===== src/hdl/uartPkg.sv =====
// frame constants and payload types shared by the serial port RTL and its testbench
package uartPkg;

	////////////////////////////////////////////////////////////
	// frame format
	////////////////////////////////////////////////////////////

	// one start bit, dataBits data bits lsb first, one stop bit
	localparam int dataBits   = 8;	// data bits per frame
	localparam int overSample = 16;	// ticks per bit period
	localparam int stopTicks  = 16;	// ticks in the stop bit, 16 for one stop bit

	////////////////////////////////////////////////////////////
	// payloads
	////////////////////////////////////////////////////////////

	// plain byte, tx fifo payload and rx shift data
	typedef logic [dataBits-1:0] dataWord_t;

	// rx fifo payload, 9 bits
	typedef struct packed {
		logic      frameErr;	// stop bit sampled low
		dataWord_t data;	// received byte
	} rxWord_t;

	////////////////////////////////////////////////////////////
	// rx and tx FSM states
	////////////////////////////////////////////////////////////

	typedef enum logic [1:0] {
		stIdle,		// line high, waiting
		stStart,	// start bit
		stData,		// data bits
		stStop		// stop bit
	} uartState_t;

endpackage


===== src/hdl/baudTickGen.sv =====
// oversampling tick timer, pulses sTick once every clkPerTick clocks for both directions
`timescale 1ns/10ps

module baudTickGen #(
	parameter int clkPerTick = 4	// clocks per tick, 2 or more
) (
	input  logic clk,
	input  logic reset,
	output logic sTick
);

	localparam int cntWidth = $clog2(clkPerTick);
	localparam logic [cntWidth-1:0] reloadVal = cntWidth'(clkPerTick - 1);

	logic [cntWidth-1:0] cnt;	// down-counter

	// first tick lands clkPerTick clocks after reset drops
	always_ff @(posedge clk or posedge reset)
	begin
		if (reset)
		begin
			cnt   <= reloadVal;
			sTick <= 1'b0;
		end
		else if (cnt == '0)
		begin
			cnt   <= reloadVal;	// reload
			sTick <= 1'b1;		// and tick on the same edge
		end
		else
		begin
			cnt   <= cnt - 1'b1;
			sTick <= 1'b0;
		end
	end

endmodule


===== src/hdl/uartRx.sv =====
// 16x oversampling receiver, turns rx frames into a byte plus framing flag and a done pulse
`timescale 1ns/10ps

module uartRx (
	input  logic             clk,
	input  logic             reset,
	input  logic             sTick,
	input  logic             rx,
	output logic             rxDoneTick,
	output uartPkg::rxWord_t rxWord
);
	import uartPkg::*;

	localparam int tickWidth = $clog2(stopTicks > overSample ? stopTicks : overSample);
	localparam int bitWidth  = $clog2(dataBits);
	localparam logic [tickWidth-1:0] midStart = tickWidth'(overSample / 2 - 1);
	localparam logic [tickWidth-1:0] lastTick = tickWidth'(overSample - 1);
	localparam logic [tickWidth-1:0] lastStop = tickWidth'(stopTicks - 1);
	localparam logic [bitWidth-1:0]  lastBit  = bitWidth'(dataBits - 1);

	uartState_t           stateReg, stateNext;
	logic [tickWidth-1:0] sReg, sNext;	// tick counter
	logic [bitWidth-1:0]  nReg, nNext;	// bit counter
	dataWord_t            bReg, bNext;	// shift register
	logic                 errReg, errNext;	// stop bit seen low
	logic                 doneNext;

	always_ff @(posedge clk or posedge reset)
	begin
		if (reset)
		begin
			stateReg   <= stIdle;
			sReg       <= '0;
			nReg       <= '0;
			rxDoneTick <= 1'b0;
		end
		else
		begin
			stateReg   <= stateNext;
			sReg       <= sNext;
			nReg       <= nNext;
			rxDoneTick <= doneNext;
		end
	end

	// shift data and flag, word held from done until next frame ends
	always_ff @(posedge clk)
	begin
		bReg   <= bNext;
		errReg <= errNext;
		if (doneNext)
			rxWord <= '{frameErr: errNext, data: bReg};
	end

	////////////////////////////////////////////////////////////
	// next state
	////////////////////////////////////////////////////////////

	always_comb
	begin
		stateNext = stateReg;
		sNext     = sReg;
		nNext     = nReg;
		bNext     = bReg;
		errNext   = errReg;
		doneNext  = 1'b0;
		case (stateReg)
			stIdle:
				if (!rx)	// falling edge of start bit
				begin
					stateNext = stStart;
					sNext     = '0;
				end
			stStart:
				if (sTick)
				begin
					if (sReg == midStart)	// middle of start bit
					begin
						stateNext = stData;
						sNext     = '0;
						nNext     = '0;
					end
					else
						sNext = sReg + 1'b1;
				end
			stData:
				if (sTick)
				begin
					if (sReg == lastTick)	// middle of next data bit
					begin
						sNext = '0;
						bNext = {rx, bReg[dataBits-1:1]};	// lsb first
						if (nReg == lastBit)
							stateNext = stStop;
						else
							nNext = nReg + 1'b1;
					end
					else
						sNext = sReg + 1'b1;
				end
			stStop:
				if (sTick)
				begin
					if (sReg == lastTick)
						errNext = !rx;	// mid stop bit, must be high
					if (sReg == lastStop)
					begin
						stateNext = stIdle;
						doneNext  = 1'b1;
					end
					else
						sNext = sReg + 1'b1;
				end
			default:
				stateNext = stIdle;
		endcase
	end

endmodule


===== src/hdl/uartTx.sv =====
// transmitter FSM, pops bytes from the tx FIFO and shifts them out on tx at the tick rate
`timescale 1ns/10ps

module uartTx (
	input  logic               clk,
	input  logic               reset,
	input  logic               sTick,
	input  logic               txEmpty,
	input  uartPkg::dataWord_t txByte,
	output logic               txPop,
	output logic               tx
);
	import uartPkg::*;

	localparam int tickWidth = $clog2(stopTicks > overSample ? stopTicks : overSample);
	localparam int bitWidth  = $clog2(dataBits);
	localparam logic [tickWidth-1:0] lastTick = tickWidth'(overSample - 1);
	localparam logic [tickWidth-1:0] lastStop = tickWidth'(stopTicks - 1);
	localparam logic [bitWidth-1:0]  lastBit  = bitWidth'(dataBits - 1);

	uartState_t           stateReg, stateNext;
	logic [tickWidth-1:0] sReg, sNext;	// ticks within bit
	logic [bitWidth-1:0]  nReg, nNext;	// data bits sent
	dataWord_t            bReg, bNext;	// outgoing byte
	logic                 txNext;
	logic                 takeByte;	// start a frame with fifo head

	always_ff @(posedge clk or posedge reset)
	begin
		if (reset)
		begin
			stateReg <= stIdle;
			sReg     <= '0;
			nReg     <= '0;
			tx       <= 1'b1;	// line idles high
		end
		else
		begin
			stateReg <= stateNext;
			sReg     <= sNext;
			nReg     <= nNext;
			tx       <= txNext;	// registered, glitch free
		end
	end

	always_ff @(posedge clk)
		bReg <= bNext;

	always_comb
	begin
		stateNext = stateReg;
		sNext     = sReg;
		nNext     = nReg;
		bNext     = bReg;
		txNext    = tx;
		takeByte  = 1'b0;
		case (stateReg)
			stIdle:
				takeByte = sTick && !txEmpty;	// align start bit to a tick
			stStart:
				if (sTick)
				begin
					if (sReg == lastTick)
					begin
						stateNext = stData;
						sNext     = '0;
						nNext     = '0;
						txNext    = bReg[0];	// first data bit
					end
					else
						sNext = sReg + 1'b1;
				end
			stData:
				if (sTick)
				begin
					if (sReg == lastTick)
					begin
						sNext  = '0;
						bNext  = {1'b0, bReg[dataBits-1:1]};
						txNext = bNext[0];
						if (nReg == lastBit)
						begin
							stateNext = stStop;
							txNext    = 1'b1;	// stop bit
						end
						else
							nNext = nReg + 1'b1;
					end
					else
						sNext = sReg + 1'b1;
				end
			stStop:
				if (sTick)
				begin
					if (sReg == lastStop)
					begin
						stateNext = stIdle;
						takeByte  = !txEmpty;	// next byte right away, no gap
					end
					else
						sNext = sReg + 1'b1;
				end
			default:
				stateNext = stIdle;
		endcase
		// load the head byte and drop the line for the start bit
		if (takeByte)
		begin
			stateNext = stStart;
			sNext     = '0;
			bNext     = txByte;
			txNext    = 1'b0;
		end
		txPop = takeByte;
	end

endmodule


===== src/hdl/uartFifo.sv =====
// show-ahead synchronous FIFO, payload type set per instance, used for rx and tx queues
`timescale 1ns/10ps

module uartFifo #(
	parameter type payload_t = logic [7:0],	// entry type
	parameter int  fifoDepth = 8		// entries, power of two
) (
	input  logic     clk,
	input  logic     reset,
	input  logic     write,
	input  payload_t writeData,
	input  logic     read,
	output payload_t readData,
	output logic     empty,
	output logic     full
);

	localparam int addrWidth = $clog2(fifoDepth);

	payload_t           mem [fifoDepth];	// storage, no reset
	logic [addrWidth:0] wrPtr;	// extra msb tells wrap
	logic [addrWidth:0] rdPtr;
	logic               doWrite;
	logic               doRead;

	////////////////////////////////////////////////////////////
	// flags and head
	////////////////////////////////////////////////////////////

	assign empty = (wrPtr == rdPtr);
	// same slot, different lap
	assign full  = (wrPtr[addrWidth] != rdPtr[addrWidth]) &&
	               (wrPtr[addrWidth-1:0] == rdPtr[addrWidth-1:0]);

	assign doWrite = write && !full;	// dropped when full
	assign doRead  = read && !empty;	// ignored when empty

	assign readData = mem[rdPtr[addrWidth-1:0]];	// head shown ahead of read

	////////////////////////////////////////////////////////////
	// storage and pointers
	////////////////////////////////////////////////////////////

	always_ff @(posedge clk)
	begin
		if (doWrite)
			mem[wrPtr[addrWidth-1:0]] <= writeData;
	end

	// read and write may land in the same cycle
	always_ff @(posedge clk or posedge reset)
	begin
		if (reset)
		begin
			wrPtr <= '0;
			rdPtr <= '0;
		end
		else
		begin
			if (doWrite)
				wrPtr <= wrPtr + 1'b1;
			if (doRead)
				rdPtr <= rdPtr + 1'b1;
		end
	end

endmodule


===== src/hdl/uartCore.sv =====
// serial port top level, tick timer plus receiver and transmitter each with its own FIFO
`timescale 1ns/10ps

module uartCore #(
	parameter int clkPerTick = 4,	// clocks per 16x tick
	parameter int fifoDepth  = 8	// entries per FIFO
) (
	input  logic               clk,
	input  logic               reset,
	input  logic               rx,
	output logic               tx,
	input  uartPkg::dataWord_t txData,
	input  logic               txWrite,
	output logic               txFull,
	output uartPkg::dataWord_t rxData,
	output logic               rxFrameErr,
	input  logic               rxRead,
	output logic               rxEmpty
);
	import uartPkg::*;

	logic      sTick;		// shared timebase
	logic      rxDoneTick;	// rx word ready, fifo write
	rxWord_t   rxWord;
	rxWord_t   rxHead;		// head of rx fifo
	logic      txPop;
	logic      txEmpty;
	dataWord_t txHead;		// head of tx fifo

	baudTickGen #(
		.clkPerTick(clkPerTick)
	) u_baudTickGen (
		.clk  (clk),
		.reset(reset),
		.sTick(sTick)
	);

	////////////////////////////////////////////////////////////
	// receive path
	////////////////////////////////////////////////////////////

	uartRx u_uartRx (
		.clk       (clk),
		.reset     (reset),
		.sTick     (sTick),
		.rx        (rx),
		.rxDoneTick(rxDoneTick),
		.rxWord    (rxWord)
	);

	// full fifo drops the new word
	uartFifo #(
		.payload_t(rxWord_t),
		.fifoDepth(fifoDepth)
	) rxFifo (
		.clk      (clk),
		.reset    (reset),
		.write    (rxDoneTick),
		.writeData(rxWord),
		.read     (rxRead),
		.readData (rxHead),
		.empty    (rxEmpty),
		.full     ()
	);

	assign rxData     = rxHead.data;
	assign rxFrameErr = rxHead.frameErr;

	////////////////////////////////////////////////////////////
	// transmit path
	////////////////////////////////////////////////////////////

	uartFifo #(
		.payload_t(dataWord_t),
		.fifoDepth(fifoDepth)
	) txFifo (
		.clk      (clk),
		.reset    (reset),
		.write    (txWrite),
		.writeData(txData),
		.read     (txPop),
		.readData (txHead),
		.empty    (txEmpty),
		.full     (txFull)
	);

	uartTx u_uartTx (
		.clk    (clk),
		.reset  (reset),
		.sTick  (sTick),
		.txEmpty(txEmpty),
		.txByte (txHead),
		.txPop  (txPop),
		.tx     (tx)
	);

endmodule


===== config.mk =====
export PLATFORM = sky130hd
export DESIGN_NAME = uartCore
export DESIGN_NICKNAME = d
export VERILOG_FILES = /design/src/hdl/uartPkg.sv /design/src/hdl/baudTickGen.sv /design/src/hdl/uartRx.sv /design/src/hdl/uartTx.sv /design/src/hdl/uartFifo.sv /design/src/hdl/uartCore.sv
export SDC_FILE = /design/constraint.sdc
export NUM_CORES = 1
export LEC_CHECK = 0
export BUFFER_PORTS_ARGS = -buffer_cell sky130_fd_sc_hd__buf_2
export CORE_MARGIN = 1.5
export CORE_UTILIZATION = 56
export DETAILED_ROUTE_END_ITERATION = 8
export GPL_ROUTABILITY_DRIVEN = 1
export HOLD_SLACK_MARGIN = 0.08
export PLACE_DENSITY = 0.74
export SYNTH_ARGS = -nofsm -noshare
export SYNTH_HDL_FRONTEND = slang
export SYNTH_SLANG_ARGS = --single-unit
export TNS_END_PERCENT = 30

===== constraint.sdc =====
create_clock -name clk -period 2.3 [get_ports clk]
set_input_delay 0.115 -clock clk [delete_from_list [all_inputs] [get_ports clk]]
set_output_delay 0.115 -clock clk [all_outputs]
set_load 0.02 [all_outputs]

# ---- After elaboration in Yosys (flattened, before gate mapping)
# Memory sizes are Yosys's and may differ from the RTL's.
# Index checks and enable logic that the tools add are counted.
dict set report totals {
  register_bits 65
  ramBits 136
  elab_cells 174
  memories 2
}
# memory words word_bits read_ports rd_clocked_by_memory_dff write_ports line_no
set memory_table {}
lappend memory_table {rxFifo.mem 8 9 1 0 1 uartFifo.sv:20} ;# payload_t mem [fifoDepth];
lappend memory_table {txFifo.mem 8 8 1 0 1 uartFifo.sv:20}
dict set report classes {
  addsub 9
  n_eq_ne 41
  mux 70
  reduce_logical 33
}
# cell count
set ops {}
lappend ops {{two-way mux 4 bit} 12}
lappend ops {{two-way mux 2 bit} 17}
lappend ops {{two-way mux 8 bit} 4}
lappend ops {{two-way mux 3 bit} 10}
lappend ops {{adder 4 x 1 -> 4 bit, second input constant} 6}
lappend ops {{two-way mux 1 bit} 19}
lappend ops {{!= test 2 bit, second input constant} 9}
lappend ops {{case mux 4 bit (4 select lines)} 1}
lappend ops {{AND reduction 8 bit} 2}
lappend ops {{!= test 2 x 1 -> 1 bit, second input constant} 6}
lappend ops {{!= test 3 x 2 -> 1 bit, second input constant} 4}
lappend ops {{!= test 3 bit, second input constant} 4}
lappend ops {{case mux 3 bit (2 select lines)} 2}
lappend ops {{AND reduction 6 bit} 2}
lappend ops {{AND reduction 5 bit} 2}
lappend ops {{nonzero test 2 bit} 5}
lappend ops {{equality test 2 bit, second input constant} 4}
lappend ops {{equality test 4 bit} 2}
lappend ops {{equality test 4 bit, second input constant} 2}
lappend ops {{case mux 2 bit (4 select lines)} 1}
lappend ops {{case mux 4 bit (2 select lines)} 1}
lappend ops {{logical AND 1 bit} 7}
lappend ops {{adder 3 x 1 -> 3 bit, second input constant} 2}
lappend ops {{equality test 3 bit} 2}
lappend ops {{15 further kinds} 27}

# ---- Logic depth before layout (Yosys ltp)
dict set report depth {
  depth_word 7
  ltp_mapped 7
  depth_no_buf 6
}

# ---- By module
# Synthesis repeated with hierarchy kept, for this count alone.
dict set report unflattened {
  cells_unflattened 503
  hier_area_um2 8818.5
}
# mod instances cells_each area_per_inst_um2 seq_area_each_um2
set by_module_without_submodules {}
lappend by_module_without_submodules {{uartFifo at rxFifo} 1 164 3364.5 2362.3}
lappend by_module_without_submodules {{uartFifo at txFifo} 1 152 3056.7 2122.0}
lappend by_module_without_submodules {uartRx 1 91 1226.2 780.7}
lappend by_module_without_submodules {uartTx 1 87 1059.8 491.7}
lappend by_module_without_submodules {baudTickGen 1 9 111.4 77.6}

# ---- Worst setup path after synthesis
# No wires, ideal clock.
dict set report synth_path {
  path_type {register to register}
  from {reg u_uartTx.stateReg[1]}
  to {reg u_uartTx.bReg[0] (enable)}
  setup_time_ns 0.385
  t_arrival_ns 2.136
  slack_ns -0.221
  stages_incl_launch_ff 7
  period_less_slack_ns 2.521
  path_cell_list {dfrtp_1 ha_1 clkbuf_1 and4_1 o21ai_1 or2_2 a21boi_0}
}
dict set report synth_between {
  elab_chain_cells 4
  word_cells_on_any_way 8
  cone_classes {2 x eq/ne; 1 x mux; 5 x reduce/logical}
}
# item line_no
set synth_lines {}
lappend synth_lines {{start: declaration} uartTx.sv:21} ;# uartState_t stateReg, stateNext;
lappend synth_lines {{start signal: assignment} uartTx.sv:32} ;# stateReg <= stIdle;
lappend synth_lines {{start signal: assignment} uartTx.sv:39} ;# stateReg <= stateNext;
lappend synth_lines {{equality test 2 bit or zero test 2 bit (tied branches)} uartTx.sv:57} ;# case (stateReg)
lappend synth_lines {{case mux 1 bit (2 select lines)} uartTx.sv:57}
lappend synth_lines {{nonzero test 2 bit (no source line)} n/a}
lappend synth_lines {{AND reduction 3 bit (no source line) (*)} n/a}
lappend synth_lines {{end signal: assignment} uartTx.sv:47} ;# bReg <= bNext;
lappend synth_lines {{end: declaration} uartTx.sv:24} ;# dataWord_t bReg, bNext;
# Mark *: on every way between the ends. The rest lies on a longest branch, timed or not.
# A chain may end at the register's enable or synchronous reset.

# ---- Final worst setup path
dict set report layout_path {
  from {reg rxFifo.rdPtr[0]}
  to {out rxData[4]}
}
dict set report layout_between {
  elab_chain_cells 1
}
# item line_no
set layout_lines {}
lappend layout_lines {{start: declaration} uartFifo.sv:22} ;# logic [addrWidth:0] rdPtr;
lappend layout_lines {{start signal: assignment} uartFifo.sv:63} ;# rdPtr <= rdPtr + 1'b1;
lappend layout_lines {{memory (8 x 9 bit)} n/a}
lappend layout_lines {{end: declaration} uartCore.sv:15} ;# output uartPkg::dataWord_t rxData,
# No other way between the ends.

==> results_dict.tcl <==
set metrics [dict create \
    synth_ff_type "edfxtp_1" \
    cts_max_level 1 \
    clk_pin_slew_ps 60 \
    netlist.area_leader.share_pct 56.2 \
    cp_slowest_stage_delay_ps 540 \
    cp.arrival_ps 2120 \
    cts_tree "yes" \
    hold_viol_final 0 \
    synthTopCellsByCount "edfxtp_1, dfrtp_1, mux4_2, ha_1, nor2_1" \
    crit_path_cell_trace "buf_12 -> mux4_2 -> mux2_2 -> buf_2" \
    gr-usage-all-layers_pct 19.9 \
    synth_fp_nets 533 \
    grt_antenna_before_repair 0 \
    first_iter_violations 453 \
    period_needed_ps 2230 \
    placed_cell_area_mm2 0.00909 \
    core_mm2 0.0151 \
    wirelength_mm 15.3 \
    drtAntennaViolNets 0 \
    cellPowerDensity_mw_per_mm2 1060 \
    grt_use_met3_pct 3.31 \
    die_y_um 127 \
    start_util_pct 57.0 \
    diodes 0 \
    place.gp.congestion 0.813 \
    clock-sinks 201 \
    clock_path_buffers 3 \
    ioPinCount 25 \
    met1_usage_pct 27.5 \
    ys_warn_count 0 \
    final_layout_size_suffix_gt1_share_pct 28.1 \
    die_area_mm2 0.0161 \
    netlist_top_cells_area "edfxtp_1, dfrtp_1, mux4_2" \
    multi_input_area_mm2 0.00259 \
    skew_ps 9.76 \
    synth_edf_count 161 \
    layout.nets 602 \
    rows 45 \
    rsz0062_at_grt "yes" \
    numPortBuffers 24 \
    grt_max_degree 40 \
    worst_pin_slew_ps 1030 \
    die_w_um 127 \
    wl_per_cell_um 19.9 \
    finalSetupViolations 0 \
    worstSetupPathType "flop to primary output" \
    postLayoutCellArea_mm2 0.00998 \
    netlist.top_cell.by_area "edfxtp_1" \
    fmax_mhz 448 \
    use_met2_pct 33.4 \
    cap_violations 0 \
    final_max_slew_viol_count 0 \
    area_growth_pct 16.0 \
    setup_tns_ps 0 \
    final_util_pct 66.2 \
    yosysSeqAreaShare_pct 67.8 \
    n_fill_cell 1005 \
    start_kind "flop" \
    worst_hold_path_type "input pin to asynchronous set/reset pin" \
    status "finished clean" \
    slew-limit-headroom_pct 31.3 \
    seq_area_mm2 0.00584 \
    dp_hpwl_mm 9.47 \
    yosys_register_bits 201 \
    reg2reg_slack_ps 90 \
    irDropWorstVdd_mv 0.717 \
    cpMaxStageDelayCell "mux4_2" \
    avgSynthCellArea_um2 17.3 \
    finalCritPeriodShare_pct 97.1 \
    synth_area_mm2 0.00861 \
    p_total_mw 10.6 \
    grt-ovfl-total 0 \
    async_flop_share_pct 19.4 \
    grt_pass1_wl_mm 24.8 \
    dr.pass1.iters 5 \
    crit_path_max_fanout 21 \
    synth_most_common_cell "edfxtp_1" \
    num_vias 4464 \
    worst_skew_pair.late_latency_ps 490 \
    postSynthCellCount 497 \
    route.detailed.drc 0 \
    yosysUniqueCellTypes 60 \
    crit_required_ps 2180 \
    p_leak_nw 3.66 \
    root_buffer "clkbuf_16" \
    top_usage_layer "met2" \
    vias_per_cell 5.80 \
    numCtsBuffers 21 \
    grt_pass1_vias 4618 \
    cp-end-kind "primary output" \
]
## cells by family after synthesis
group                      Yosys count  share of synthesized area (%)
and+or+nand+nor                     99                           6.12
DFF                                201                           67.8
buffers and inverters               36                           2.17
muxes                               64                           13.4
xor gates and xnor gates            23                           2.95
adders and majority gates           23                           3.34
AOI/OAI and AO/OA                   51                           4.27
## routing by layer
metal  vias up  part of all wire (%)
met5         -                     0
li1       2068                     -
met2       117                    50
met3        27                   4.0
met1      2252                    44
met4         0                   1.8
## path summary, 6_finish.rpt
check	from	end	depth (start not counted)
max	rxFifo.rdPtr[0]	rxData[4]	4
min	reset	u_uartRx.stateReg[0]	4
min in group clk	rx	u_uartRx.bReg[7]	2
min reg2reg	u_uartRx.bReg[0]	u_uartRx.rxWord[0]	0
max in group asynchronous	reset	u_uartTx.stateReg[0]	4
max reg2reg	u_uartTx.stateReg[1]	u_uartTx.bReg[3]	7
## critical path: cells and delay by family (launching register included)
family   cells  cell delay (ps)
flops        1              400
mux          2              840
buf+inv      2              380
## cell type report
type | count | share of cell area (%)
multi-input cells | 260 | 25.9
well taps | 188 | 2.36
repair buffers | 66 | 5.04
flip-flops and latches | 201 | 58.4
inverters | 16 | 0.602
clock buffers | 26 | 5.85
clock inverters | 12 | 1.80
## sequential cells by signal (all words and copies together), names as in the netlist, 3 cells and up
name	flops
rxFifo.mem	72
rxFifo.rdPtr	4
rxFifo.wrPtr	4
txFifo.mem	64
txFifo.rdPtr	4
txFifo.wrPtr	4
u_uartRx.bReg	8
u_uartRx.nReg	3
u_uartRx.rxWord	9
u_uartRx.sReg	4
u_uartTx.bReg	8
u_uartTx.nReg	3
u_uartTx.sReg	4
## cell usage in the layout, fill, tap and decap left out, types with 7 or more instances in the layout
master	synthesis	layout
mux2_4	7	7
nor2_1	23	23
nand3_1	10	10
dfrtp_1	36	35
buf_2	7	24
inv_1	16	16
dlygate4sd3_1	0	12
xor2_1	12	12
xnor2_1	7	7
edfxtp_1	161	161
clkbuf_16	0	21
ha_1	23	23
mux2_2	21	21
mux4_2	28	28
buf_4	1	27
o21ai_0	19	19
nand2b_1	12	12
nand2_1	21	21
nor3_1	10	10
## power by group
group	internal [mW]	total, mW	switching (mW)
Sequential	4.28	4.55	0.275
Clock	2.27	3.64	1.37
Combinational	1.15	2.41	1.27
Total	7.69	10.6	2.91
## what timing repair did
item / CTS / global route
endpoints found under the setup margin: 9 / 16
hold endpoints to repair: 109 / 0
setup buffers: 0 / 0
hold buffers: 12 / 0
resized for setup: 2 / 2
## metrics by stage
stage          worst slack [ps]  instances  hold slack, ps
2_1_floorplan              1.77        497             214
3_3_place_gp                250        719             264
3_5_place_dp                125        719             268
4_1_cts                    1.16        769             310
5_1_grt                   -55.0        769             351
6_report                   66.5        769             291
Note: power is estimated with default switching activity, not from simulation.
